[src/logic/chunky_pkg.sv]
package chunky_pkg;

	// CPU bus widths
	localparam int CPU_ADDR_W = 32;
	localparam int CPU_DATA_W = 32;

	// Palette entry and output pixel, 8 bits each of R, G and B
	typedef logic [23:0] t_colour;

	// Four chunky pixels, byte 0 is the leftmost
	typedef logic [31:0] t_vram_word;

	// CPU byte addresses from here up select the palette
	localparam logic [CPU_ADDR_W-1:0] PALETTE_BASE = 32'h01000000;

	// Clocks spent on each pixel
	// The fetch engine needs 7 at worst
	localparam int PIXEL_DWELL = 8;

endpackage

[src/logic/chunky_fetch.sv]
`timescale 1ns/10ps

module chunky_fetch
	import chunky_pkg::*;
#(
	parameter int PPITCH = 320
)(
	input i_clock,
	input i_rst,

	input [8:0] i_pos_x,
	input [8:0] i_pos_y,
	input i_dwell_start,

	output logic o_vram_request,
	output logic [CPU_ADDR_W-1:0] o_vram_address,
	input t_vram_word i_vram_rdata,
	input i_vram_ready,

	output logic [7:0] o_pal_index,
	input t_colour i_pal_colour,

	output t_colour o_pixel_rgb
);

	typedef enum logic [2:0] {
		S_IDLE,
		S_WAIT,
		S_LOOK0,
		S_LOOK1,
		S_LOOK2,
		S_LOOK3
	} t_state;

	t_state state;
	t_vram_word word;
	t_colour quad [4];
	logic [CPU_ADDR_W-1:0] group_address;

	// Leftmost pixel of the group of four on this line
	assign group_address = CPU_ADDR_W'({i_pos_x[8:2], 2'b00})
		+ CPU_ADDR_W'(i_pos_y) * CPU_ADDR_W'(PPITCH);

	// **************************************************************************
	// Fetch FSM

	always_ff @(posedge i_clock) begin
		if (i_rst) begin
			state <= S_IDLE;
			o_vram_request <= 1'b0;
		end else begin
			case (state)
			S_IDLE: begin
				if (i_dwell_start && i_pos_x[1:0] == 2'd0) begin
					o_vram_request <= 1'b1;
					state <= S_WAIT;
				end
			end
			S_WAIT: begin
				if (i_vram_ready) begin
					o_vram_request <= 1'b0;
					state <= S_LOOK0;
				end
			end
			S_LOOK0: state <= S_LOOK1;
			S_LOOK1: state <= S_LOOK2;
			S_LOOK2: state <= S_LOOK3;
			default: state <= S_IDLE;
			endcase
		end
	end

	// Byte 0 goes straight to the palette as the word arrives,
	// the rest come from the latched word
	always_comb begin
		case (state)
		S_LOOK0: o_pal_index = word[15:8];
		S_LOOK1: o_pal_index = word[23:16];
		S_LOOK2: o_pal_index = word[31:24];
		default: o_pal_index = i_vram_rdata[7:0];
		endcase
	end

	// **************************************************************************
	// Quad fill and pixel select

	always_ff @(posedge i_clock) begin
		if (state == S_IDLE && i_dwell_start)
			o_vram_address <= group_address;
		if (state == S_WAIT && i_vram_ready)
			word <= i_vram_rdata;
		case (state)
		S_LOOK0: quad[0] <= i_pal_colour;
		S_LOOK1: quad[1] <= i_pal_colour;
		S_LOOK2: quad[2] <= i_pal_colour;
		S_LOOK3: quad[3] <= i_pal_colour;
		default: ;
		endcase
		o_pixel_rgb <= quad[i_pos_x[1:0]];
	end

endmodule

[config.mk]
export PLATFORM = sky130hd
export DESIGN_NAME = chunky_fetch
export DESIGN_NICKNAME = d
export VERILOG_FILES = /design/src/logic/chunky_pkg.sv /design/src/logic/chunky_fetch.sv
export SDC_FILE = /design/constraint.sdc
export NUM_CORES = 1
export LEC_CHECK = 0
export BUFFER_PORTS_ARGS = -buffer_cell sky130_fd_sc_hd__buf_4
export CORE_ASPECT_RATIO = 0.75
export CORE_MARGIN = 2
export CORE_UTILIZATION = 50
export CTS_BUF_LIST = sky130_fd_sc_hd__clkbuf_4
export CTS_CLUSTER_SIZE = 8
export DETAILED_ROUTE_END_ITERATION = 8
export PLACE_DENSITY = 0.77
export SYNTH_ARGS = -nofsm -noshare
export SYNTH_HDL_FRONTEND = slang
export SYNTH_SLANG_ARGS = --single-unit
[constraint.sdc]
create_clock -name i_clock -period 3.3 [get_ports i_clock]
set_clock_uncertainty 0.2 [all_clocks]
set_input_delay 0.33 -clock i_clock [delete_from_list [all_inputs] [get_ports i_clock]]
set_output_delay 0.33 -clock i_clock [all_outputs]
set_load 0.03 [all_outputs]
==> results.md <==
* Worst-margin pin slew at 880 ps
* Clock power share at 0.250
* Initial core utilization at 0.519
* Core region area at 0.0124 sq mm
* Buffers added on ports at 127
* Synth cell types at 37
* Final GP Congestion at 0.807
* PD cells at around 480 mW/mm^2
* Clock sinks at about 170
* Largest net degree at the start of global routing at 29
* Seq cells post-synth at 165
* Top cell type's share of synthesized area at 0.640
* Post-synth top cells: edfxtp_1 (137), dfxtp_1 (28), mux4_2 (24), o21ai_0 (19), ha_1 (17)
* H-tree Lvls at 4
* Most frequent cell after synthesis: edfxtp_1
* Synth area leaders: edfxtp_1 (64%), dfxtp_1 (8.7%), mux4_2 (8.4%)
* Reg clk slew, reported paths at 130 ps
* Worst-Skew Late Latency at 520 ps
* Via density at 5.00
* YS warnings at 0
* Area delta synth->final at 30.2%
* Prevailing post-synth register cell: edfxtp_1
* Fmax at 0.367 GHz
* Number of iterations in the first detailed-routing pass at 4
* Switching Power at 1.06 mW
* DRC Markers at 0
* VDD IR max at 0.210 mV
* CP Max Fanout at 28
* Sequential power share at 0.591
* Area of the multi-input gates at 0.00163 sq mm
* Via count at approximately 3700
* CTS buffer count at 17
* Fill cells at 855
* Finished Layout Cells at 744
* Vias in the first global route at around 3800
* Clock Path Buffers at 2
* Worst min path class: input pin to flop
* Die H at 102 um
* CTS-repair resized insts at 0
* Grt total ovfl at 0
* Global-route wire length before repair at 18800 um
* Mapped Cells at 368
* Tmin final at 2720 ps
* Reg area at 0.00467 sq mm
* Final net count at 661
* Leak Pwr at 3.14 nW
* Switching share of power at 0.266
* Worst EP arrival at 2190 ps
* Fraction of registers with async set/reset at 0
* CTS root buf: clkbuf_4
* HPWL after detailed placement at slightly below 8000 um
* Initial antenna violation count at 1
* Final ANT Viol Nets at 0
* Synthesized area at 0.00643 sq mm
* Gate power share at 0.159
* Worst Setup Path Type: flop to primary output
* Period utilisation layout at 0.825
* Avg Cell Area, Syn at 17.5 sq um
* Worst setup EP type: primary output
* Routed WL per cell at 16.5 um
* Die area at 0.0138 sq mm
* EDFF count, synth at 137
* Num rows at 35
* # IOs at 143
* RSZ-0062 raised after global routing: false
* CTS tree: yes
* 1st-iter DRT viols at 180
* Pint at 2.93 mW
* Die span in x at 135 um
* Max-slew violation count at 0
* Dpl cells at 654
* Outcome: complete, no violations
* Seq/Total Area, Yosys at 0.727
* Critical Path RT at 2770 ps
* Area leader, netlist: edfxtp_1
* Setup TNS at 0 ps
* Maxcap violations at 0
* Startpoint Class: flop
* Layout cell share with drive strength beyond 1 at 0.338
* Overall Global Routing Usage at 0.184
* Final Hold Fails at 0
* Final WL at 12300 um
* Final setup fails at 0
* Max-slew headroom at 0.412
[per-stage QoR]
stage	setup WS [ps]	cell area [sq um]	hold slack (ps)	power [mW]	utilization
after floorplan	123	6490	202	2.77	-
after global placement	359	7550	309	2.97	0.609
after detailed placement	229	7550	310	2.99	0.609
after CTS	553	8360	37.1	4.03	0.675
after global routing	378	8360	38.0	4.16	0.675
final	577	8360	81.0	4.00	0.675
[layout by cell type (no fill, tap or decap), types with 2 or more instances in the layout]
cell and count:
xor2_1 5, a21o_1 4, a21oi_1 7, nor3_1 3
nand2_1 12, xnor2_1 10, nand2b_1 3, o21ai_0 19
clkinv_4 3, edfxtp_1 137, inv_6 3, dfxtp_1 28
mux2i_1 8, clkbuf_4 18, buf_4 134, clkinv_2 2
nand3_1 2, or3_1 8, inv_1 9, ha_1 17
o211ai_1 8, a31oi_1 2, clkinvlp_4 5, conb_1 16
nor2_1 14, fa_1 2, dlygate4sd3_1 57, mux4_2 24
[state kept, by name, indices dropped and copies added, names as in the netlist]
name            flops
quad               96
o_pixel_rgb        24
word               24
o_vram_address     17
state               3
o_vram_request      1
[worst paths after layout]
kind | from | to | slack [ps] | cells after the start
worst max-delay path | state[1] | o_pal_index[6] | 580 | 5
worst min-delay path | i_pos_x[8] | o_vram_address[8] | 80 | 3
worst max register to register | state[1] | quad[2][1] | 1020 | 4
worst min register to register | quad[2][21] | o_pixel_rgb[21] | 360 | 1
[critical path, cell delays in order (launching register included)]
cell	delay (ps)
dfxtp_1	400
buf_4	240
nor2_1	510
o211ai_1	170
o21ai_0	140
buf_4	200
[repair_timing]
action,4_1_cts,5_1_grt
hold endpoints to repair,130,0
buffers inserted,0,0
hold buffers,57,0
[area by class of cell]
| type | instances | share of cell area |
|---|---|---|
| repair buffers | 191 | 0.188 |
| clock buffers | 18 | 0.0162 |
| multi-input cells | 180 | 0.195 |
| inverters | 9 | 0.00404 |
| well taps | 166 | 0.0248 |
| diodes | 1 | 0.000299 |
| flip-flops and latches | 165 | 0.559 |
| clock inverters | 14 | 0.0124 |
[power by group through the flow]
stage	logic, mW	registers, mW	clock network (mW)
detailed placement	0.578	2.41	0
global route	0.684	2.37	1.11
floorplan	0.264	2.50	0
global placement	0.567	2.41	0
CTS	0.637	2.36	1.03
finish	0.635	2.36	0.999
[logic make-up after synthesis]
kind of cell | synth area share
AOI/OAI and AO/OA | 0.0399
xor gates and xnor gates | 0.0204
adders and majority gates | 0.0393
buffers and inverters | 0.0313
DFF | 0.727
muxes | 0.0966
other | 0.000584
and+or+nand+nor | 0.0444
[per-layer routing]
metal | global-route usage | vias up | part of all wire
met5 | 0 | - | 0
met4 | 0.0632 | 0 | 0.017
met3 | 0.0605 | 18 | 0.064
met2 | 0.303 | 103 | 0.49
met1 | 0.234 | 1819 | 0.42
li1 | - | 1777 | -
(Power assumes the default switching activity.)
