==> config.mk <==
export PLATFORM = sky130hd
export DESIGN_NAME = cpu_port_decoder
export DESIGN_NICKNAME = d
export VERILOG_FILES = /design/src/logic/chunky_pkg.sv /design/src/logic/cpu_port_decoder.sv
export SDC_FILE = /design/constraint.sdc
export NUM_CORES = 1
export LEC_CHECK = 0
export ABC_AREA = 1
export BUFFER_PORTS_ARGS = -buffer_cell sky130_fd_sc_hd__buf_2
export CORE_AREA = 3 3 90 92
export DETAILED_ROUTE_END_ITERATION = 8
export DIE_AREA = 0 0 93 95
export HOLD_SLACK_MARGIN = 0.12
export PLACE_DENSITY = 0.8
export SYNTH_ARGS = -nofsm -noshare
export SYNTH_HDL_FRONTEND = slang
export SYNTH_SLANG_ARGS = --single-unit
==> constraint.sdc <==
create_clock -name i_clock -period 3.35 [get_ports i_clock]
set_clock_uncertainty 0.15 [all_clocks]
set_input_delay 0.335 -clock i_clock [delete_from_list [all_inputs] [get_ports i_clock]]
set_output_delay 0.335 -clock i_clock [all_outputs]
set_load 0.005 [all_outputs]
==> src/logic/chunky_pkg.sv <==
package chunky_pkg;

	// CPU bus widths
	localparam int CPU_ADDR_W = 32;
	localparam int CPU_DATA_W = 32;

	// Palette entry and output pixel, 8 bits each of R, G and B
	typedef logic [23:0] t_colour;

	// Four chunky pixels, byte 0 is the leftmost
	typedef logic [31:0] t_vram_word;

	// CPU byte addresses from here up select the palette
	localparam logic [CPU_ADDR_W-1:0] PALETTE_BASE = 32'h01000000;

	// Clocks spent on each pixel
	// The fetch engine needs 7 at worst
	localparam int PIXEL_DWELL = 8;

endpackage

==> src/logic/cpu_port_decoder.sv <==
`timescale 1ns/10ps

module cpu_port_decoder
	import chunky_pkg::*;
(
	input i_clock,
	input i_rst,

	input i_cpu_request,
	input i_cpu_rw,
	input [CPU_ADDR_W-1:0] i_cpu_address,
	input [CPU_DATA_W-1:0] i_cpu_wdata,
	output [CPU_DATA_W-1:0] o_cpu_rdata,
	output o_cpu_ready,

	output logic o_vram_request,
	output logic o_vram_rw,
	output logic [CPU_ADDR_W-1:0] o_vram_address,
	output logic [CPU_DATA_W-1:0] o_vram_wdata,
	input [CPU_DATA_W-1:0] i_vram_rdata,
	input i_vram_ready,

	output logic o_pal_request,
	output logic [7:0] o_pal_index,
	output t_colour o_pal_colour
);

	logic busy;
	logic target_vram;
	logic pal_ready;
	logic [CPU_ADDR_W-1:0] pal_offset;

	assign pal_offset = i_cpu_address - PALETTE_BASE;

	// One access per request, busy holds off the rest of the held level
	always_ff @(posedge i_clock) begin
		if (i_rst) begin
			busy <= 1'b0;
			target_vram <= 1'b0;
			pal_ready <= 1'b0;
			o_vram_request <= 1'b0;
			o_pal_request <= 1'b0;
		end else begin
			o_vram_request <= 1'b0;
			o_pal_request <= 1'b0;
			pal_ready <= 1'b0;
			if (!busy && i_cpu_request) begin
				busy <= 1'b1;
				if (i_cpu_address < PALETTE_BASE) begin
					target_vram <= 1'b1;
					o_vram_request <= 1'b1;
				end else begin
					// Palette is write only, a read just completes
					target_vram <= 1'b0;
					o_pal_request <= i_cpu_rw;
					pal_ready <= 1'b1;
				end
			end else if (o_cpu_ready) begin
				busy <= 1'b0;
			end
		end
	end

	always_ff @(posedge i_clock) begin
		if (!busy && i_cpu_request) begin
			o_vram_rw <= i_cpu_rw;
			o_vram_address <= i_cpu_address;
			o_vram_wdata <= i_cpu_wdata;
			o_pal_index <= pal_offset[9:2];
			o_pal_colour <= i_cpu_wdata[23:0];
		end
	end

	assign o_cpu_ready = pal_ready | (busy & target_vram & i_vram_ready);
	assign o_cpu_rdata = target_vram ? i_vram_rdata : '0;

endmodule

==> flow_metrics.env <==
export IMPL_outcome="completed"
export IMPL_gp_congestion=0.749
export IMPL_slowest_delay_ns=1.00
export IMPL_drc=0
export IMPL_firstDrtPassIters=4
export IMPL_cts_tree="built"
export IMPL_setup_viol=0
export IMPL_crit_path_start_kind="register"
export IMPL_reg2reg_to="o_vram_wdata[21]"
export IMPL_antenna_cells=0
export IMPL_die_h_um=95
export IMPL_syn_inst=195
export IMPL_io_buffers=232
export IMPL_htree_levels=3
export IMPL_gr_total_overflow=0
export IMPL_post_synth_top_area_fraction_pct=72.8
export IMPL_antenna_found_initial=0
export IMPL_via_count=2365
export IMPL_stdcell_area_um2=4600
export IMPL_post_cts_resized=0
export IMPL_yosysWarningCount=0
export IMPL_synth_seq_cells=70
export IMPL_slew_violations=0
export IMPL_nets=570
export IMPL_required_ns=2.86
export IMPL_path_class="reg -> out"
export IMPL_wire_per_inst_um=14.8
export IMPL_cp_arrival_ns=1.74
export IMPL_cts_reportedPaths_clkPinSlew_ns=0.07
export IMPL_synth_area_um2=2680
export IMPL_syn2layout_area_growth_pct=71.7
export IMPL_min_period_ns=2.23
export IMPL_r2r_start="busy"
export IMPL_hp_start="i_vram_ready"
export IMPL_hold_class="in -> reg"
export IMPL_cts_buffers=9
export IMPL_cts_root_buf="clkbuf_8"
export IMPL_yosys_area_top_type="edfxtp_1"
export IMPL_grt_setup_unrepaired="no"
export IMPL_ir_worst_vdd_mv=0.229
export IMPL_grt_max_degree=43
export IMPL_finalHoldViolations=0
export IMPL_synthTopCellsByArea="edfxtp_1 73%, buf_4 9.8%, nand2_1 5.5%, inv_1 5.2%, dfxtp_1 3.7%"
export IMPL_die_w_um=93
export IMPL_worst_pin_slew_ns=1.03
export IMPL_start_util_pct=36.8
export IMPL_p_leak_nw=2.44
export IMPL_dieArea_um2=8840
export IMPL_avgViaCountPerCell=4.13
export IMPL_gr_usage_all_layers_pct=18.7
export IMPL_drive_gt1_share_pct=53.4
export IMPL_path_delay_family="flip-flops"
export IMPL_ys_seq_area_share_pct=76.6
export IMPL_drt_total_wl_um=8460
export IMPL_min_to="busy"
export IMPL_clockBufferDepth=2
export IMPL_clk_latency_ns=0.32
export IMPL_clock_sinks=70
export IMPL_first_global_vias=2399
export IMPL_avgSynthCellArea_um2=13.7
export IMPL_fmax_ghz=0.449
export IMPL_grt_pass1_wl_um=12200
export IMPL_setup_tns_ns=0
export IMPL_period_share_pct=66.5
export IMPL_p_per_area_nw_per_um2=443
export IMPL_critPathCaptureType="output port"
export IMPL_path_cells="nand3_1 > nand2_1 > buf_2"
export IMPL_ant_nets=0
export IMPL_worst_path_buf_inv=1
export IMPL_cp_max_fo=34
export IMPL_cpMaxStageDelayCell="dfxtp_1"
export IMPL_synth_net_count=296
export IMPL_place_area_um2=3720
export IMPL_rr_worst_depth=2
export IMPL_regToRegSetupSlack_ns=1.58
export IMPL_hold_depth=4
export IMPL_coreArea_um2=7290
export IMPL_hpwl_um=5840
export IMPL_core_rowCount=31
export IMPL_io_pins=233
export IMPL_cap_violations=0
export IMPL_drt_iter0_markers=61
export IMPL_max_slew_margin_rel_pct=31.2
export IMPL_yosysUniqueCellTypes=13
cells by family (layout without fill, tap and decap cells):
kind of cell | Yosys count | after routing | synth area share, %
simple gates | 50 | 50 | 7.94
compound gates | 1 | 1 | 0.187
flops | 70 | 70 | 76.6
buf+inv | 74 | 353 | 15.3
metrics by stage:
step	hold slack, ns	cells	setup slack [ns]	utilization, %	power [mW]
after floorplan	0.284	195	1.38	-	1.14
after global placement	0.349	491	1.48	51.0	1.26
after detailed placement	0.363	491	1.45	51.0	1.26
after CTS	0.179	573	1.10	63.1	2.06
after global routing	0.221	573	0.894	63.1	2.13
final	0.200	573	1.12	63.1	2.04
final cells by class:
type	instances	area, um2
fillers	578	2690
flip-flops and latches	70	2050
repair buffers	299	1840
multi-input cells	51	218
inverters	38	143
clock buffers	9	124
well taps	99	124
clock inverters	7	98.8
Yosys cell counts:
cell type and count:
edfxtp_1 65, nand2_1 39, inv_1 37, buf_4 35, nor2_1 6, dfxtp_1 5, nor2_4 2, buf_2 1
inv_2 1, nand2_2 1, nand3_1 1, nor3_2 1, o21ai_1 1
sequential cells by signal, summed over array words and instances (netlist names):
signal          cells
pal_ready           1
busy                1
o_vram_rw           1
o_vram_address     32
target_vram         1
o_pal_request       1
o_vram_request      1
o_vram_wdata       32
metal layers:
layer	up-vias	global-route usage [%]	wire length, um
li1	1132	-	-
met2	129	35.7	4720
met5	-	0	0
met4	0	9.04	190
met3	15	4.78	674
met1	1089	18.8	2870
power breakdown:
part           internal [mW]  total, mW  leakage [nW]  switching (mW)
combinational          0.148      0.258          1.67           0.109
clock                  0.421      0.731         0.111           0.309
sequential              1.03       1.05         0.663          0.0224
worst reg2reg max path, stage by stage (launching register included):
cell and delay, ns:
dfxtp_1 0.35, nor2_4 0.62, buf_12 0.32
placed cells by master, fill, tap and decap left out:
| master | count |
|---|---|
| dlygate4sd3_1 | 66 |
| buf_12 | 1 |
| nand2_2 | 1 |
| inv_2 | 1 |
| inv_1 | 37 |
| clkinv_1 | 1 |
| clkinv_4 | 4 |
| edfxtp_1 | 65 |
| nor2_1 | 6 |
| dfxtp_1 | 5 |
| buf_2 | 232 |
| nand2_1 | 39 |
| nand3_1 | 1 |
| bufinv_16 | 2 |
| clkbuf_8 | 9 |
| nor2_4 | 2 |
| o21ai_1 | 1 |
| nor3_2 | 1 |
how the worst max path moves through the flow:
stage,cells past startpoint,to,start,slack [ns]
after floorplan,4,o_pal_request,i_cpu_request,1.38
after global placement,4,o_vram_address[0],i_cpu_request,1.48
after detailed placement,4,o_vram_address[20],i_cpu_request,1.45
after CTS,3,o_cpu_ready,target_vram,1.10
after global routing,3,o_cpu_ready,target_vram,0.89
final,3,o_cpu_ready,target_vram,1.12
what timing repair did:
item	4_1_cts	5_1_grt
setup buffers	0	0
endpoints found under the hold margin	67	0
hold buffers	66	0
No activity file was read; power rests on OpenSTA's default activity.
