`config.mk`:
```
export PLATFORM = sky130hd
export DESIGN_NAME = scan_timing
export DESIGN_NICKNAME = d
export VERILOG_FILES = /design/src/logic/chunky_pkg.sv /design/src/logic/scan_timing.sv
export SDC_FILE = /design/constraint.sdc
export NUM_CORES = 1
export LEC_CHECK = 0
export ABC_AREA = 0
export BUFFER_PORTS_ARGS = -buffer_cell sky130_fd_sc_hd__buf_2
export CAP_MARGIN = 15
export CORE_MARGIN = 3
export CORE_UTILIZATION = 25
export DETAILED_ROUTE_END_ITERATION = 16
export GPL_TIMING_DRIVEN = 0
export HOLD_SLACK_MARGIN = 0.15
export PLACE_DENSITY_LB_ADDON = 0.3
export SYNTH_ARGS = -nofsm -noshare
export SYNTH_HDL_FRONTEND = slang
export SYNTH_SLANG_ARGS = --single-unit
```
`constraint.sdc`:
```
create_clock -name i_clock -period 2.4 [get_ports i_clock]
set_input_delay 0.12 -clock i_clock [delete_from_list [all_inputs] [get_ports i_clock]]
set_output_delay 0.12 -clock i_clock [all_outputs]
set_load 0.03 [all_outputs]
```
`src/logic/chunky_pkg.sv`:
```
package chunky_pkg;

	// CPU bus widths
	localparam int CPU_ADDR_W = 32;
	localparam int CPU_DATA_W = 32;

	// Palette entry and output pixel, 8 bits each of R, G and B
	typedef logic [23:0] t_colour;

	// Four chunky pixels, byte 0 is the leftmost
	typedef logic [31:0] t_vram_word;

	// CPU byte addresses from here up select the palette
	localparam logic [CPU_ADDR_W-1:0] PALETTE_BASE = 32'h01000000;

	// Clocks spent on each pixel
	// The fetch engine needs 7 at worst
	localparam int PIXEL_DWELL = 8;

endpackage

```
`src/logic/scan_timing.sv`:
```
`timescale 1ns/10ps

module scan_timing
	import chunky_pkg::*;
#(
	parameter int H_ACTIVE = 320,
	parameter int V_ACTIVE = 200
)(
	input i_clock,
	input i_rst,

	output logic [8:0] o_pos_x,
	output logic [8:0] o_pos_y,
	output o_pixel_valid,
	output o_dwell_start
);

	localparam int DW = $clog2(PIXEL_DWELL);
	localparam logic [DW-1:0] DWELL_LAST = DW'(PIXEL_DWELL - 1);

	logic [DW-1:0] dwell;

	// **************************************************************************
	// Dwell and position counters

	always_ff @(posedge i_clock) begin
		if (i_rst) begin
			dwell <= '0;
			o_pos_x <= '0;
			o_pos_y <= '0;
		end else if (dwell == DWELL_LAST) begin
			dwell <= '0;
			if (o_pos_x == 9'(H_ACTIVE - 1)) begin
				o_pos_x <= '0;
				if (o_pos_y == 9'(V_ACTIVE - 1))
					o_pos_y <= '0;
				else
					o_pos_y <= o_pos_y + 9'd1;
			end else begin
				o_pos_x <= o_pos_x + 9'd1;
			end
		end else begin
			dwell <= dwell + 1'b1;
		end
	end

	// **************************************************************************
	// Strobes

	// Pixel is sampled on the last clock of its dwell
	assign o_pixel_valid = (dwell == DWELL_LAST);

	// Fetch engine kicks off here
	assign o_dwell_start = (dwell == '0);

endmodule

```
==> results of run 1 <==
## critical path: stages (launching register included)
cell and delay [ns]:
dfxtp_1 0.36, ha_1 0.16, ha_1 0.17, buf_6 0.14
and3_4 0.22, nand3_4 0.13, or4_1 0.52, a21oi_1 0.14
## stage by stage
step,power (uW),util [%]
3_3_place_gp,393,30.6
2_1_floorplan,385,-
6_report,623,31.7
3_5_place_dp,396,30.6
4_1_cts,634,31.7
5_1_grt,648,31.7
## registers in the layout (all words and copies together), names as in the netlist
register,count
dwell,3
o_pos_x,9
o_pos_y,9
## per-layer routing
metal / part of all wire (%) / routed length (um) / up-vias / GRT usage [%]
met5: 0 / 0 / - / 0
met4: 0.98 / 25 / 0 / 3.34
met3: 6.5 / 165 / 4 / 3.79
met2: 43 / 1110 / 26 / 16.9
met1: 49 / 1250 / 458 / 13.4
li1: - / - / 477 / -
## logic make-up after synthesis
family | count (synthesis) | synth area share, %
AOI/OAI and AO/OA | 20 | 11.8
xor gates and xnor gates | 6 | 4.86
adders and majority gates | 5 | 5.78
buffers and inverters | 9 | 3.82
DFF | 21 | 38.8
muxes | 2 | 1.97
and+or+nand+nor | 56 | 32.9
## power by group through the flow
stage               Clock (uW)  Sequential (uW)  Combinational (uW)
floorplan                    0              363                21.4
global placement             0              363                29.5
detailed placement           0              364                32.4
CTS                        247              355                32.5
global route               258              356                34.7
finish                     236              355                30.9
## area by class of cell
class	instances	area, um^2
sequential	21	420
timing repair buffer	21	105
inverter	6	22.5
fill	445	2790
buffer	3	18.8
multi-input combinational	89	621
clock buffer	4	45.0
tap	50	62.6
## cells in the final DEF, fill, tap and decap left out, types with 3 or more instances in the layout
cell      netlist  final
or3_1           3      3
o32ai_1         4      4
nand4_1         3      3
inv_1           6      6
nor3_1          5      5
o31ai_1         4      4
ha_1            5      5
or2_2           3      3
buf_2           0     21
o21ai_0         3      3
xor2_1          4      4
nand2_1        10     10
nand3_1         5      5
dfxtp_1        21     21
nor2_1          7      7
clkbuf_8        0      3
clkbuf_1        2      3
a21oi_1         8      8
## final timing paths
kind,startpoint,to,slack [ns],depth (start not counted)
worst min register to register,dwell[0],dwell[0],0.47,1
worst max-delay path,dwell[0],o_pos_y[8],0.48,7
worst max register to register,dwell[0],o_pos_y[8],0.48,7
worst min-delay path,i_rst,o_pos_y[4],0.24,3
==> results.tsv, run 1 <==
stage	metric	value	unit
floorplanning	die_w	71.8	um
synth	synth_top_area_share	38.8	%
clock_tree	cts_root_buf	clkbuf_8	
job	max_cap_viol_count	0	
sta	skew	0.000920	ns
clock_tree	clockBufferDepth	2	
routing	totalWireLength	2.55	mm
clock_tree	cts_resized	0	
floorplanning	num_io_pins	22	
synth	ys_ff_latch	21	
min_path	hp-class	input port to flop	
place	place_ws	0.477	ns
sta	rsz0062_at_grt	false	
synth	synth-main-ff-cell	dfxtp_1	
worst_setup_path	end_kind	flop	
synth	seq_area_frac_synth	38.8	%
power_and_ir_drop	swShare	22.5	%
layout	final_cells	194	
routing	dr_total_vias	965	
routing	firstDrtPassIters	5	
layout	insertedDiodeCount	0	
grt	grt_pass1_wl	4.40	mm
worst_setup_path	crit_arrival	2.12	ns
clock_tree	cts.htree.levels	1	
worst_setup_path	worstSetupPathType	flop to flop	
routing	dr.first_iter.drc_count	37	
routing	via_per_inst	4.97	
layout	fin_nets	152	
layout	drive_above_1_share	25.7	%
clock_tree	cts_num_sinks	21	
sta	fmax	520	MHz
power_and_ir_drop	p_leak	0.000507	uW
place	post-place-cells	190	
worst_setup_path	crit_path_start_kind	flop	
sta	maxSlewViolCount	0	
clock_tree	cts_hold_buf	0	
outcome	status	complete, no violations	
synth	synthArstFlopShare	0	%
worst_setup_path	worstPathMaxFanout	10	
sta	post-route-min-period	1.92	ns
worst_setup_path	crit_required	2.59	ns
power_and_ir_drop	vdd_drop_max	0.287	mV
sta	setup_slack	0.477	ns
synth	yosysUniqueCellTypes	37	
sta	tightest_slew	0.492	ns
synth	synth_edf_count	0	
clock_tree	post_cts.repair.setup_buffers	0	
routing	routedWlPerCell	13.1	um
place	place_area	1250	um^2
synth	synth_nets	126	
clock_tree	clk_pin_slew	0.08	ns
synth	ys_warn_count	0	
sta	setup-violations-final	0	
floorplanning	fp.dieH	71.8	um
grt	grt_max_degree	12	
grt	antenna_found_initial	0	
place	port-buffer-count	21	
sta	hold_slack	0.237	ns
grt	grt_pass1_vias	961	
layout	area_delta_synth_final	19.7	%
power_and_ir_drop	power_density	481	nW/um^2
layout	finalInstanceArea	1290	um^2
synth	synth_top_cells_by_count	dfxtp_1, nand2_1, a21oi_1, nor2_1, inv_1	
power_and_ir_drop	p_int	483	uW
floorplanning	dieArea	5150	um^2
power_and_ir_drop	p_switching	140	uW
sta	fin_tns_setup	0	ns
synth	synth_area_leaders	dfxtp_1, ha_1, a21oi_1	
floorplanning	start_util	26.5	%
clock_tree	cts_tree	yes	
synth	yosysMostFrequentCell	dfxtp_1	
power_and_ir_drop	p_comb_share	5.0	%
place	gp_congestion	0.776	
routing	remaining_drc_errors	0	
synth	syn-cell-area	1080	um^2
sta	timing.final.crit_share	80.1	%
grt	overflow	0	
sta	relSlewSlack	67.2	%
sta	hold_viol	0	
synth	syn_area_per_cell	9.09	um^2
power_and_ir_drop	pwr-share-clk	38.0	%
place	place_hpwl	1.89	mm
power_and_ir_drop	p_seq_share	57.1	%
synth	synth_top_area_cell	dfxtp_1	
floorplanning	core	4090	um^2
floorplanning	fp-row-count	23	
routing	drtAntennaViolNets	0	
synth	synthCells	119	
grt	grt_use_total	10.6	%
clock_tree	numCtsBuffers	3	
clock_tree	insertion_delay	0.26	ns
No activity file was read; power rests on OpenSTA's default activity.
==> run 2: changes to the inputs <==
clock period = 1.7 ns   (was 2.4 ns; I/O delays follow)
==> run 2 against run 1 <==
Compared with the run above:
- clock skew rose by 0.0065 ns
- critical path type unchanged
- fmax increased by 18%
- routed wire length increased by 2.4%
- global-route usage shrank 0.37 points
- critical path depth down 2
- cell count up 2.1%
- combinational power grew 46%
- first-iteration DRC count shrank 22%
- clock power increased by 40%
- register-to-register slack worse by 0.40 ns
==> results.tsv, run 2 (synthesis results as in run 1) <==
stage	metric	value	unit	change
outcome	status	complete, no violations		
grt	grt_max_degree	13		+1
sta	hold_slack	0.191	ns	-0.0458 ns
sta	skew	0.00740	ns	+0.00648 ns
worst_setup_path	crit_path_start_kind	flop		
routing	met3WireLength	97	um	-41%
power_and_ir_drop	p_leak	0.000526	uW	+3.7%
sta	post-route-min-period	1.63	ns	-0.297 ns
sta	fmax	615	MHz	+18%
worst_setup_path	crit_arrival	1.83	ns	-0.29 ns
routing	routedWlPerCell	13.2	um	+0.29%
grt	overflow	0		unchanged
clock_tree	clk_pin_slew	0.08	ns	about the same
layout	area_delta_synth_final	27.6	%	
routing	drtAntennaViolNets	0		unchanged
worst_setup_path	critical_path.slowest_cell	or4_1		
routing	firstDrtPassIters	3		-2
routing	dr.first_iter.drc_count	29		-22%
place	port-buffer-count	21		unchanged
worst_setup_path	path_cells	ha_4 > nand3_2 > or2_4 > or4_1 > a21oi_2		
clock_tree	cts_num_sinks	21		unchanged
routing	wl_met2	1.30	mm	+17%
routing	top_layer_used	met4		
floorplanning	num_io_pins	22		unchanged
layout	fin_nets	156		+2.6%
routing	via_per_inst	4.79		-3.6%
routing	met1_length	1.19	mm	-4.5%
sta	hold_viol	0		unchanged
worst_setup_path	end_kind	flop		
place	gp_congestion	0.772		-0.58%
routing	dr_total_vias	949		-1.7%
layout	reg_top3	o_pos_x x9, o_pos_y x9, dwell x3		
job	max_cap_viol_count	0		unchanged
clock_tree	clockBufferDepth	2		unchanged
grt	grt_use_total	10.3	%	-0.37 points
layout	final_common_cell	buf_2		
routing	remaining_drc_errors	0		unchanged
layout	nFillCells	417		-6.3%
place	place_ws	-0.0757	ns	-0.553 ns
sta	maxSlewViolCount	0		unchanged
clock_tree	numCtsBuffers	3		unchanged
floorplanning	dieArea	5150	um^2	unchanged
sta	setup-violations-final	0		unchanged
power_and_ir_drop	vdd_drop_max	0.261	mV	-9.0%
worst_setup_path	slowest_delay	0.52	ns	about the same
place	place_hpwl	1.85	mm	-1.9%
sta	rsz0062_at_grt	false		
sta	timing.final.crit_share	95.6	%	+16 points
grt	antenna_found_initial	0		unchanged
clock_tree	cts_root_buf	clkbuf_8		
floorplanning	core	4090	um^2	unchanged
clock_tree	cts_tree	yes		
clock_tree	insertion_delay	0.26	ns	about the same
routing	totalWireLength	2.61	mm	+2.4%
worst_setup_path	worstSetupPathType	flop to flop		
floorplanning	fp-row-count	23		unchanged
layout	layout_common_cells	buf_2, dfxtp_1, nand2_1		
floorplanning	start_util	26.5	%	unchanged
floorplanning	fp.dieH	71.8	um	unchanged
clock_tree	cts.htree.levels	1		unchanged
worst_setup_path	crit_required	1.90	ns	-0.69 ns
sta	setup_slack	0.0743	ns	-0.403 ns
min_path	hp-class	input port to flop		
power_and_ir_drop	power_density	634	nW/um^2	+32%
grt	grt_pass1_wl	4.28	mm	-2.7%
floorplanning	die_w	71.8	um	unchanged
worst_setup_path	worstPathMaxFanout	6		-4
sta	tightest_slew	0.499	ns	+0.00737 ns
sta	relSlewSlack	66.7	%	-0.49 points
layout	insertedDiodeCount	0		unchanged
grt	grt_pass1_vias	939		-2.3%
layout	drive_above_1_share	36.5	%	+11 points
==> run 2: changes by cell type in the layout (fill, tap and decap cells not counted), moves of 2 or more <==
cell / before / now
a21oi_1: 8 / 6
a21oi_2: 0 / 2
buf_4: 0 / 5
dfxtp_1: 21 / 16
dfxtp_2: 0 / 3
dfxtp_4: 0 / 2
ha_1: 5 / 2
ha_4: 0 / 2
nand3_1: 5 / 3
nand3_2: 0 / 2
==> run 2: path summary, 6_finish.rpt <==
check                                start         end  slack, ns  depth (start not counted)
worst max-delay path            o_pos_y[0]  o_pos_y[8]       0.07                          5
worst min-delay path                 i_rst  o_pos_y[4]       0.19                          3
worst max register to register  o_pos_y[0]  o_pos_y[8]       0.07                          5
worst min register to register    dwell[0]    dwell[0]       0.43                          1
==> run 2: layout make-up <==
type	instances	area (um^2)	share of cell area, %
buffer	2	7.51	0.543
clock buffer	3	41.3	2.99
clock inverter	1	5.00	0.362
inverter	6	22.5	1.63
multi-input combinational	89	668	48.4
sequential	21	432	31.3
tap	50	62.6	4.53
timing repair buffer	26	143	10.3
==> run 2: layer usage <==
layer	track usage (%)	up-vias
met5	0	-
met4	4.59	0
met3	1.96	2
met2	17.3	11
met1	12.5	448
li1	-	488
==> run 2: stage by stage <==
step / instances / util [%] / power [uW] / area (um^2) / TNS (ns)
2_1_floorplan: 119 / - / 543 / 1110 / -0.00211
3_3_place_gp: 190 / 31.2 / 554 / 1270 / -0.0770
3_5_place_dp: 190 / 31.2 / 557 / 1270 / -0.189
4_1_cts: 197 / 33.1 / 889 / 1350 / 0
5_1_grt: 198 / 33.8 / 919 / 1380 / 0
6_report: 198 / 33.8 / 876 / 1380 / 0
==> run 2: worst max-delay path, delay by kind of cell (launching register included) <==
| family | cells | cell delay [ns] |
|---|---|---|
| and+or+nand+nor | 3 | 0.89 |
| DFF | 1 | 0.39 |
| adders and majority gates | 1 | 0.15 |
| AOI/OAI and AO/OA | 1 | 0.13 |
==> run 2: what timing repair did <==
item,4_1_cts,5_1_grt
hold buffers,0,0
gates resized for setup,3,5
cloned,0,0
pin swaps,1,1
setup buffers,3,2
setup endpoints to repair,5,7
==> run 2: where the power goes <==
group / internal (uW) / switching [uW]
registers: 495 / 4.82
logic: 17.6 / 27.5
clock network: 163 / 167
